==> config.mk <==
export PLATFORM = sky130hd
export DESIGN_NAME = blockIngress
export DESIGN_NICKNAME = d
export VERILOG_FILES = /design/src/design/aesDecryptSettings.svh /design/src/design/aesPkg.sv /design/src/design/blockIngress.sv
export SDC_FILE = /design/constraint.sdc
export NUM_CORES = 1
export LEC_CHECK = 0
export BUFFER_PORTS_ARGS = -buffer_cell sky130_fd_sc_hd__buf_2
export CAP_MARGIN = 15
export CORE_AREA = 4 4 201 203
export DETAILED_ROUTE_END_ITERATION = 12
export DIE_AREA = 0 0 205 207
export HOLD_SLACK_MARGIN = 0.15
export PLACE_DENSITY = 0.56
export SYNTH_ARGS = -nofsm -noshare
export SYNTH_HDL_FRONTEND = slang
export SYNTH_SLANG_ARGS = --single-unit
==> constraint.sdc <==
create_clock -name clk -period 14.39 [get_ports clk]
set_clock_uncertainty 0.15 [all_clocks]
set_input_delay 0.7195 -clock clk [delete_from_list [all_inputs] [get_ports clk]]
set_output_delay 0.7195 -clock clk [all_outputs]
set_load 0.1 [all_outputs]
==> src/design/aesDecryptSettings.svh <==
`ifndef AES_DECRYPT_SETTINGS_SVH
`define AES_DECRYPT_SETTINGS_SVH

// **************************************************
// AES-128 geometry
// **************************************************

// Columns of 32 bits per state
`define AES_NB 4

// 32-bit words in the cipher key
`define AES_NK 4

`define AES_NR 10  // Inverse rounds after the initial key addition

// Words in the expanded schedule, NB * (NR + 1)
`define AES_KEY_WORDS 44

`endif

==> src/design/aesPkg.sv <==
`default_nettype none

package aesPkg;

    // **************************************************
    // Vector types
    // **************************************************

    typedef logic [7:0]   byte_t;      // One state byte
    typedef logic [31:0]  word_t;      // Column or schedule word
    typedef logic [127:0] block_t;     // Byte 0 in bits 127:120
    typedef logic [3:0]   roundIdx_t;  // Round 0 to 10
    typedef logic [5:0]   wordIdx_t;   // Schedule word 0 to 43

    typedef enum logic [2:0] {
        stIdle,
        stExpand,
        stInitial,
        stRounds,
        stHold
    } coreState_t;

    // **************************************************
    // GF(2^8) arithmetic, polynomial x^8+x^4+x^3+x+1
    // **************************************************

    function automatic byte_t gfMul(input byte_t a, input byte_t b);
        byte_t acc;
        byte_t pow;
        acc = '0;
        pow = a;
        for (int i = 0; i < 8; i++)
        begin
            if (b[i])
                acc ^= pow;
            pow = {pow[6:0], 1'b0} ^ (pow[7] ? 8'h1b : 8'h00);  // xtime
        end
        return acc;
    endfunction

    // a^254 by repeated squaring, maps 0 to 0
    function automatic byte_t gfInv(input byte_t a);
        byte_t result;
        byte_t square;
        result = 8'h01;
        square = a;
        for (int i = 0; i < 7; i++)
        begin
            square = gfMul(square, square);
            result = gfMul(result, square);
        end
        return result;
    endfunction

    // Forward S-box, used by the key schedule
    function automatic byte_t subByte(input byte_t x);
        byte_t y;
        y = gfInv(x);
        return y ^ {y[6:0], y[7]} ^ {y[5:0], y[7:6]} ^ {y[4:0], y[7:5]}
                 ^ {y[3:0], y[7:4]} ^ 8'h63;
    endfunction

    function automatic byte_t invSubByte(input byte_t x);
        byte_t z;
        z = {x[6:0], x[7]} ^ {x[4:0], x[7:5]} ^ {x[1:0], x[7:2]} ^ 8'h05;  // Inverse affine
        return gfInv(z);
    endfunction

endpackage

`default_nettype wire

==> src/design/blockIngress.sv <==
`timescale 1ns/100ps
`default_nettype none

module blockIngress import aesPkg::*; (
    input  logic   clk,
    input  logic   reset,
    input  logic   inReq,
    input  block_t cipherIn,
    input  block_t keyIn,
    input  logic   coreIdle,
    output logic   inAck,
    output logic   startPulse,
    output block_t cipherBlock,
    output block_t cipherKey,
    output logic   keyChanged
);

    logic accept;
    logic keyValid;

    assign accept = inReq & ~inAck & coreIdle;  // New request, core ready

    always_ff @(posedge clk)
    begin
        if (reset)
        begin
            inAck      <= 1'b0;
            startPulse <= 1'b0;
            keyValid   <= 1'b0;
        end
        else
        begin
            startPulse <= accept;
            if (accept)
            begin
                inAck    <= 1'b1;
                keyValid <= 1'b1;
            end
            else if (inAck && !inReq)
                inAck <= 1'b0;  // Phase 4
        end
    end

    // cipherKey doubles as the last accepted key
    always_ff @(posedge clk)
    begin
        if (accept)
        begin
            cipherBlock <= cipherIn;
            cipherKey   <= keyIn;
            keyChanged  <= !keyValid || (keyIn != cipherKey);
        end
    end

endmodule

`default_nettype wire

== Word-level counts from Yosys, hierarchy flattened ==
Index checks and enable logic that the tools add are counted.
Storage, ports and cells
  output and inout port bits: 259
  word-level logic and storage cells: 17
  input bits: 260
  flip-flop bits (word level): 260
Cells by class
  reductions and logical operators: 5
  mux-type cells: 2
  equal/unequal tests: 1
  bitwise gates (word level): 3
Operators by type and width (count)
  $ne A128 B128 Y1: 1
  $and A1 B1 Y1: 2
  $logic_not A1 Y1: 2
  $mux W1: 2
  $reduce_bool A2 Y1: 1
  $logic_and A1 B1 Y1: 1
  $logic_or A1 B1 Y1: 1
  $not A1 Y1: 1

== Longest topological paths before layout ==
Gate-level depths: netlist of the first run.
  depth after elaboration: 4
  gate-level depth with buffers: 5
  mapped depth without buffers: 5

== Worst setup path after synthesis of the first run ==
Ideal clock, no wire load.
  kind: flip-flop to flip-flop
  start point: reg inAck
  end point: reg cipherBlock[0] (enable)
  data required time: 13.356 ns
  stages on the path, launching flop included: 2
  buffers on the path: 0
  period minus slack after synthesis: 12.570 ns
  path slack: 1.820 ns
  arrival time: 11.536 ns
  setup time: 0.884 ns
  cells stage by stage: dfxtp_1 -> nor2_1
On the way
  cells in the longest elaborated chain, start to end: 3
Ends and longest elaborated chain
  from (decl): line blockIngress.sv:11  | output logic inAck,
  from (signal assigned): line blockIngress.sv:27  | inAck <= 1'b0;
  from (signal assigned): line blockIngress.sv:36  | inAck <= 1'b1;
  from (signal assigned): line blockIngress.sv:40  | inAck <= 1'b0;
  $not A1 Y1: line blockIngress.sv:21  | assign accept = inReq & ~inAck & coreIdle;
  $and A1 B1 Y1 (2 in series): line blockIngress.sv:21
  named net accept: line blockIngress.sv:18  | logic accept;
  to (signal assigned): line blockIngress.sv:49  | cipherBlock <= cipherIn;
  to (decl): line blockIngress.sv:13  | output block_t cipherBlock,
The timed path passes the listed nets, and every way through them passes these cells.
A chain may end at the register's enable or synchronous reset.

== Worst setup path after layout of the first run ==
  start point: reg inAck
  end point: reg cipherBlock[11] (enable)
The elaborated chain is that of the path after synthesis.

==> impl_metrics.env, run 1 <==
export IMPL_status="finished clean"
export IMPL_path_class="reg2reg"
export IMPL_antenna_found_initial=2
export IMPL_htreeDepth=1
export IMPL_avgViaCountPerCell=4.12
export IMPL_power_frac_comb=0.183
export IMPL_grtUsageTotal=0.149
export IMPL_drv_slew=0
export IMPL_synth_simple_area_share=0.0717
export IMPL_worstMarginPinSlew_ps=1130
export IMPL_endpoint_kind="register"
export IMPL_period_share=0.189
export IMPL_rsz0062_at_grt="no"
export IMPL_synthXorXnorAreaFrac=0.0663
export IMPL_dp_hpwl_um=25500
export IMPL_slew_headroom=0.248
export IMPL_post_cts_buffers=0
export IMPL_ant_nets=0
export IMPL_drt_pass1_iter_count=5
export IMPL_syn_inst=505
export IMPL_drt_iter0_drc=328
export IMPL_layout_min_cycle_time_ps=2720
export IMPL_ys_ff_latch=260
export IMPL_yosys_area_share_adder=0
export IMPL_wl_per_cell_um=19.8
export IMPL_tritoncts="built"
export IMPL_die_area_um2=42400
export IMPL_overflow=0
export IMPL_drv_cap=0
export IMPL_cp_max_fo=183
export IMPL_synth_top_area_frac=0.812
export IMPL_ys_types=24
export IMPL_clk_path_buf_depth=3
export IMPL_synth_top_family_by_area="simple AND/OR/NAND/NOR gates"
export IMPL_synth_area_per_cell_um2=18.8
export IMPL_clock_sinks=260
export IMPL_numCtsBuffers=30
export IMPL_synth_compound_area_frac=0.0319
export IMPL_critical_path_top_delay_family="buffers and inverters"
export IMPL_postPlaceCellArea_um2=12800
export IMPL_fp_dieH_um=207
export IMPL_fin_area_um2=14700
export IMPL_fin_setup_tns_ps=0
export IMPL_drive_gt1_frac=0.485
export IMPL_crit_chain="nor2_4 -> buf_12 -> buf_4"
export IMPL_areaGrowthSynthToFinish_pct=54.6
export IMPL_grt_pass1_vias=7624
export IMPL_core_area_um2=38500
export IMPL_vias=6985
export IMPL_postCtsHoldBufs=93
export IMPL_sw_frac_of_total=0.306
export IMPL_cp_start_kind="register"
export IMPL_wl_um=33600
export IMPL_synth_nets=765
export IMPL_synth_top_cell_by_area="edfxtp_1"
export IMPL_vdd_drop_max_uv=118
export IMPL_port_buffers=518
export IMPL_arrival_ps=2760
export IMPL_cts_root_buf="clkbuf_16"
export IMPL_grt_max_degree=184
export IMPL_gp_congestion=0.797
export IMPL_clk_pin_slew_ps=60
export IMPL_initial_core_util=0.247
export IMPL_final_nets=1412
export IMPL_synth_edf_count=257
export IMPL_leakagePower_nw=5.96
export IMPL_synth_area_top_cells="edfxtp_1 (81%), xnor2_1 (5.2%), nand2b_1 (2.2%), nor2b_1 (1.9%), xor2_1 (1.5%)"
export IMPL_ys_flop_type="edfxtp_1"
export IMPL_p_sw_uw=612
export IMPL_hold_viol=0
export IMPL_netlist_area_um2=9510
export IMPL_synth_mux_area_frac=0
export IMPL_synth_async_reset_ratio=0
export IMPL_setup_viol=0
export IMPL_floorplan_rows=72
export IMPL_p_int_mw=1.39
export IMPL_chipWidth_um=205
export IMPL_critPathSlowestCell="buf_4"
export IMPL_yosysSeqAreaShare=0.818
export IMPL_hold_class="in2reg"
export IMPL_max_clock_freq_ghz=0.367
export IMPL_yosysWarningCount=0
export IMPL_num_fill_cells=3706
export IMPL_clk_latency_ps=570
export IMPL_p_seq_frac=0.444
export IMPL_total_power_mw=2.00
export IMPL_critical_path_buf_inv_count=2
export IMPL_grt_pass1_wl_um=48200
export IMPL_clock_power_share=0.374
export IMPL_powerDensity_nw_per_um2=136
export IMPL_ioPinCount=519
export IMPL_slowest_delay_ps=840
export IMPL_cts_repair_resized=0
export IMPL_drc_errors=0
export IMPL_worst_ep_required_time_ps=14430
## cells in the final DEF (no fill, tap or decap), types with 13 or more instances in the layout
cell type / synthesis / final
buf_2: 0 / 518
edfxtp_1: 257 / 257
dlygate4sd3_1: 0 / 95
xnor2_1: 56 / 56
nand2b_1: 34 / 34
inv_1: 30 / 30
clkbuf_16: 0 / 30
nor2b_1: 29 / 29
nand4_1: 16 / 16
xor2_1: 16 / 16
nor4_1: 13 / 13
## sequential cells by signal (all words and copies together) (netlist names)
register and count:
cipherKey 128, keyValid 1, cipherBlock 128, keyChanged 1, inAck 1, startPulse 1
## power groups by stage
stage / registers, mW / logic (mW) / clock network (mW)
finish: 0.887 / 0.365 / 0.747
global route: 0.890 / 0.379 / 0.806
CTS: 0.887 / 0.366 / 0.770
detailed placement: 0.903 / 0.346 / 0
global placement: 0.902 / 0.345 / 0
floorplan: 1.13 / 0.0400 / 0
## per-stage QoR
stage / setup WS (ps) / utilization / instances / hold WS [ps]
after global placement: 11130 / 0.332 / 1543 / 309
after CTS: 11650 / 0.382 / 1692 / 150
after floorplan: 1820 / - / 505 / 290
after global routing: 11510 / 0.382 / 1695 / 152
after detailed placement: 11090 / 0.332 / 1543 / 313
final: 11670 / 0.382 / 1695 / 184
## cell usage after synthesis, types with 3 or more instances
library cell,instances
a2111o_1,10
nand2b_1,34
dfxtp_1,3
a22oi_1,4
o221ai_1,3
nor2b_1,29
edfxtp_1,257
inv_1,30
o22ai_1,6
nor2_1,5
xnor2_1,56
nor4_1,13
nand4_1,16
o2111ai_1,11
xor2_1,16
## final timing paths
path | startpoint | end | slack (ps) | cells after the start
setup / recovery | inAck | cipherBlock[11] | 11670 | 3
hold / removal | cipherIn[83] | cipherBlock[83] | 180 | 1
setup reg to reg | inAck | cipherBlock[11] | 11670 | 3
hold reg to reg | keyValid | keyValid | 320 | 2
## logic make-up (layout without fill, tap and decap cells)
group | count (synthesis) | after routing
xor gates and xnor gates | 72 | 72
buffers and inverters | 30 | 701
DFF | 260 | 260
AOI/OAI and AO/OA | 34 | 34
other | 0 | 1
and+or+nand+nor | 109 | 109
## layer usage
metal	wire length (µm)	up-vias	GRT usage
met5	13	-	0
met3	2990	61	0.0472
li1	-	3240	-
met4	993	2	0.0497
met1	12100	3347	0.161
met2	17500	335	0.271
## layout make-up
class | instances | area (µm²) | share of cell area
Multi-Input combinational cell | 215 | 1620 | 0.110
Clock buffer | 41 | 812 | 0.0552
Sequential cell | 260 | 7780 | 0.529
Timing Repair Buffer | 615 | 3570 | 0.243
Tap cell | 518 | 648 | 0.0441
Antenna cell | 1 | 2.50 | 0.000170
Clock inverter | 15 | 151 | 0.0103
Inverter | 30 | 113 | 0.00766
No activity file was read; power rests on OpenSTA's default activity.
==> run 2: changes to the inputs <==
clock period = 2.57 ns   (was 14.39 ns; I/O delays follow)
==> impl_metrics.env, run 2 <==
export IMPL_netlist_area_um2=9510
export IMPL_cts_repair_resized=0
export IMPL_synth_edf_count=257
export IMPL_synth_area_top_cells="edfxtp_1 (81%), xnor2_1 (5.2%), nand2b_1 (2.2%), nor2b_1 (1.9%), xor2_1 (1.5%)"
export IMPL_htreeDepth=1
export IMPL_fp_dieH_um=207
export IMPL_postCtsHoldBufs=323
export IMPL_cts_root_buf="clkbuf_16"
export IMPL_synth_top_area_frac=0.812
export IMPL_place_inst=1552
export IMPL_ioPinCount=519
export IMPL_synth_async_reset_ratio=0
export IMPL_ys_ff_latch=260
export IMPL_ys_types=24
export IMPL_synth_area_per_cell_um2=18.8
export IMPL_status="aborted with a tool error"
export IMPL_numCtsBuffers=29
export IMPL_port_buffers=518
export IMPL_postPlaceCellArea_um2=12900
export IMPL_place_ws_ps=126
export IMPL_clk_path_buf_depth=3
export IMPL_gp_congestion=0.796
export IMPL_dp_hpwl_um=25400
export IMPL_initial_core_util=0.247
export IMPL_failed_stage="clock tree synthesis (4_1_cts)"
export IMPL_floorplan_rows=72
export IMPL_synth_top_cell_by_area="edfxtp_1"
export IMPL_yosysSeqAreaShare=0.818
export IMPL_chipWidth_um=205
export IMPL_yosysMostFrequentCell="edfxtp_1"
export IMPL_syn_inst=505
export IMPL_post_cts_buffers=0
export IMPL_toolErrorMsg="[ERROR RSZ-0060] Max buffer count reached."
export IMPL_ys_flop_type="edfxtp_1"
export IMPL_yosysWarningCount=0
export IMPL_yosys_top_cells_count="edfxtp_1 (257), xnor2_1 (56), nand2b_1 (34), inv_1 (30), nor2b_1 (29)"
export IMPL_synth_nets=765
export IMPL_clock_sinks=260
## run 2: cells by family after synthesis
group / after synthesis / share of synthesized area
XOR/XNOR: 72 / 0.0663
flip-flops: 260 / 0.818
AO/OA/AOI/OAI: 34 / 0.0319
buffers and inverters: 30 / 0.0118
AND/OR/NAND/NOR: 109 / 0.0717
## run 2: stage by stage
step | TNS [ps] | hold slack, ps
detailed placement | 0 | 157
global placement | 0 | 155
floorplan | -595820 | 44.8
==> run 3: changes to the inputs <==
CORE_AREA = 4 4 200 202   (was 4 4 201 203)
DIE_AREA = 0 0 204 206   (was 0 0 205 207)
HOLD_SLACK_MARGIN = unset   (was 0.15)
PLACE_DENSITY = unset   (was 0.56)
PLACE_DENSITY_LB_ADDON = 0.15   (was unset)
==> impl_metrics.env, run 3 (synthesized netlist as in run 1, its figures left out) <==
export IMPL_clk_latency_ps=550
export IMPL_num_fill_cells=3575
export IMPL_final_seq_area_um2=7780
export IMPL_reg_largest_list="cipherBlock: 128 flops, cipherKey: 128 flops"
export IMPL_endpoint_kind="register"
export IMPL_cts_root_buf="clkbuf_16"
export IMPL_leakagePower_nw=6.67
export IMPL_dp_hpwl_um=25700
export IMPL_cts_repair_resized=0
export IMPL_drt_pass1_iter_count=4
export IMPL_grtUsageTotal=0.154
export IMPL_status="finished clean"
export IMPL_hold_class="in2reg"
export IMPL_fin_area_um2=16400
export IMPL_rsz0062_at_grt="no"
export IMPL_core_area_um2=38300
export IMPL_ioPinCount=519
export IMPL_period_share=0.958
export IMPL_die_area_um2=42000
export IMPL_timing_rr_start="cipherKey[66]"
export IMPL_wl_um=34300
export IMPL_grt_pass1_vias=8195
export IMPL_dr_wl_met3_um=2930
export IMPL_worst_ep_required_time_ps=2710
export IMPL_post_cts_buffers=0
export IMPL_powerDensity_nw_per_um2=700
export IMPL_vdd_drop_max_uv=530
export IMPL_vias=7447
export IMPL_drv_slew=0
export IMPL_port_buffers=518
export IMPL_multi_input_area_um2=1620
export IMPL_clk_pin_slew_ps=60
export IMPL_routed_top_layer="met4"
export IMPL_grt_pass1_wl_um=49700
export IMPL_setup_viol=0
export IMPL_cp_start_kind="register"
export IMPL_final_common_cell="buf_2"
export IMPL_postPlaceCellArea_um2=12800
export IMPL_layout_min_cycle_time_ps=2460
export IMPL_worstMarginPinSlew_ps=810
export IMPL_ant_nets=0
export IMPL_cp_max_fo=3
export IMPL_chipWidth_um=204
export IMPL_numCtsBuffers=31
export IMPL_utilization=0.429
export IMPL_wl_per_cell_um=18.4
export IMPL_drive_gt1_frac=0.425
export IMPL_initial_core_util=0.248
export IMPL_fp_dieH_um=206
export IMPL_clk_path_buf_depth=3
export IMPL_arrival_ps=2610
export IMPL_final_nets=1583
export IMPL_overflow=0
export IMPL_drc_errors=0
export IMPL_most_common_layout_cells="buf_2 (518), dlygate4sd3_1 (260), edfxtp_1 (257)"
export IMPL_wl_met1_um=12900
export IMPL_gp_congestion=0.761
export IMPL_areaGrowthSynthToFinish_pct=72.8
export IMPL_slew_headroom=0.460
export IMPL_path_class="reg2reg"
export IMPL_clock_sinks=260
export IMPL_startpoint="cipherKey[66]"
export IMPL_wl_met2_um=17700
export IMPL_hold_viol=0
export IMPL_htreeDepth=1
export IMPL_holdCritStartpoint="cipherIn[50]"
export IMPL_fin_setup_tns_ps=0
export IMPL_antenna_found_initial=1
export IMPL_drt_iter0_drc=346
export IMPL_floorplan_rows=72
export IMPL_tritoncts="built"
export IMPL_avgViaCountPerCell=3.99
export IMPL_grt_max_degree=119
export IMPL_max_clock_freq_ghz=0.406
export IMPL_drv_cap=0
## run 3: layout make-up
type,instances,share of cell area
clock inverter,17,0.0107
multi-input combinational,215,0.0988
timing repair buffer,785,0.321
tap,518,0.0395
inverter,30,0.00686
antenna,1,0.000152
clock buffer,39,0.0491
sequential,260,0.474
## run 3: worst paths after layout
check / end / slack, ps / cells after the start
worst max register to register: keyChanged / 110 / 5
worst min register to register: startPulse / 320 / 1
worst max-delay path: keyChanged / 110 / 5
worst min-delay path: cipherBlock[50] / 130 / 2
## run 3: per-stage QoR
stage / setup WS, ps / instances / total power, mW / hold WS [ps]
floorplan: -2310 / 505 / 6.49 / 44.8
global placement: 49.3 / 1548 / 6.99 / 155
detailed placement: 54.8 / 1548 / 6.99 / 157
CTS: 47.8 / 1864 / 11.7 / 79.6
global route: 72.3 / 1864 / 12.0 / 88.6
finish: 108 / 1865 / 11.5 / 125
## run 3: power breakdown
part           leakage (nW)  internal (mW)  switching (mW)  total, mW
registers              2.42           4.88          0.0765       4.96
clock network         0.463           2.52            1.77       4.29
logic                  3.78          0.626            1.63       2.25
total                  6.67           8.03            3.48       11.5
## run 3: critical path: stages, from the launching register on
cell	delay, ps
edfxtp_1	410
nor2b_1	190
a2111o_1	380
nor4_1	390
nand4_1	160
or4_1	530
## run 3: metal layers
| metal | up-vias | track usage |
|---|---|---|
| met5 | - | 0 |
| met3 | 53 | 0.0488 |
| met2 | 318 | 0.279 |
| li1 | 3577 | - |
| met4 | 0 | 0.0440 |
| met1 | 3499 | 0.175 |
## run 3: timing repair
action | 4_1_cts | 5_1_grt
endpoints found under the hold margin | 260 | 0
setup endpoints to repair | 0 | 0
hold buffers | 260 | 0
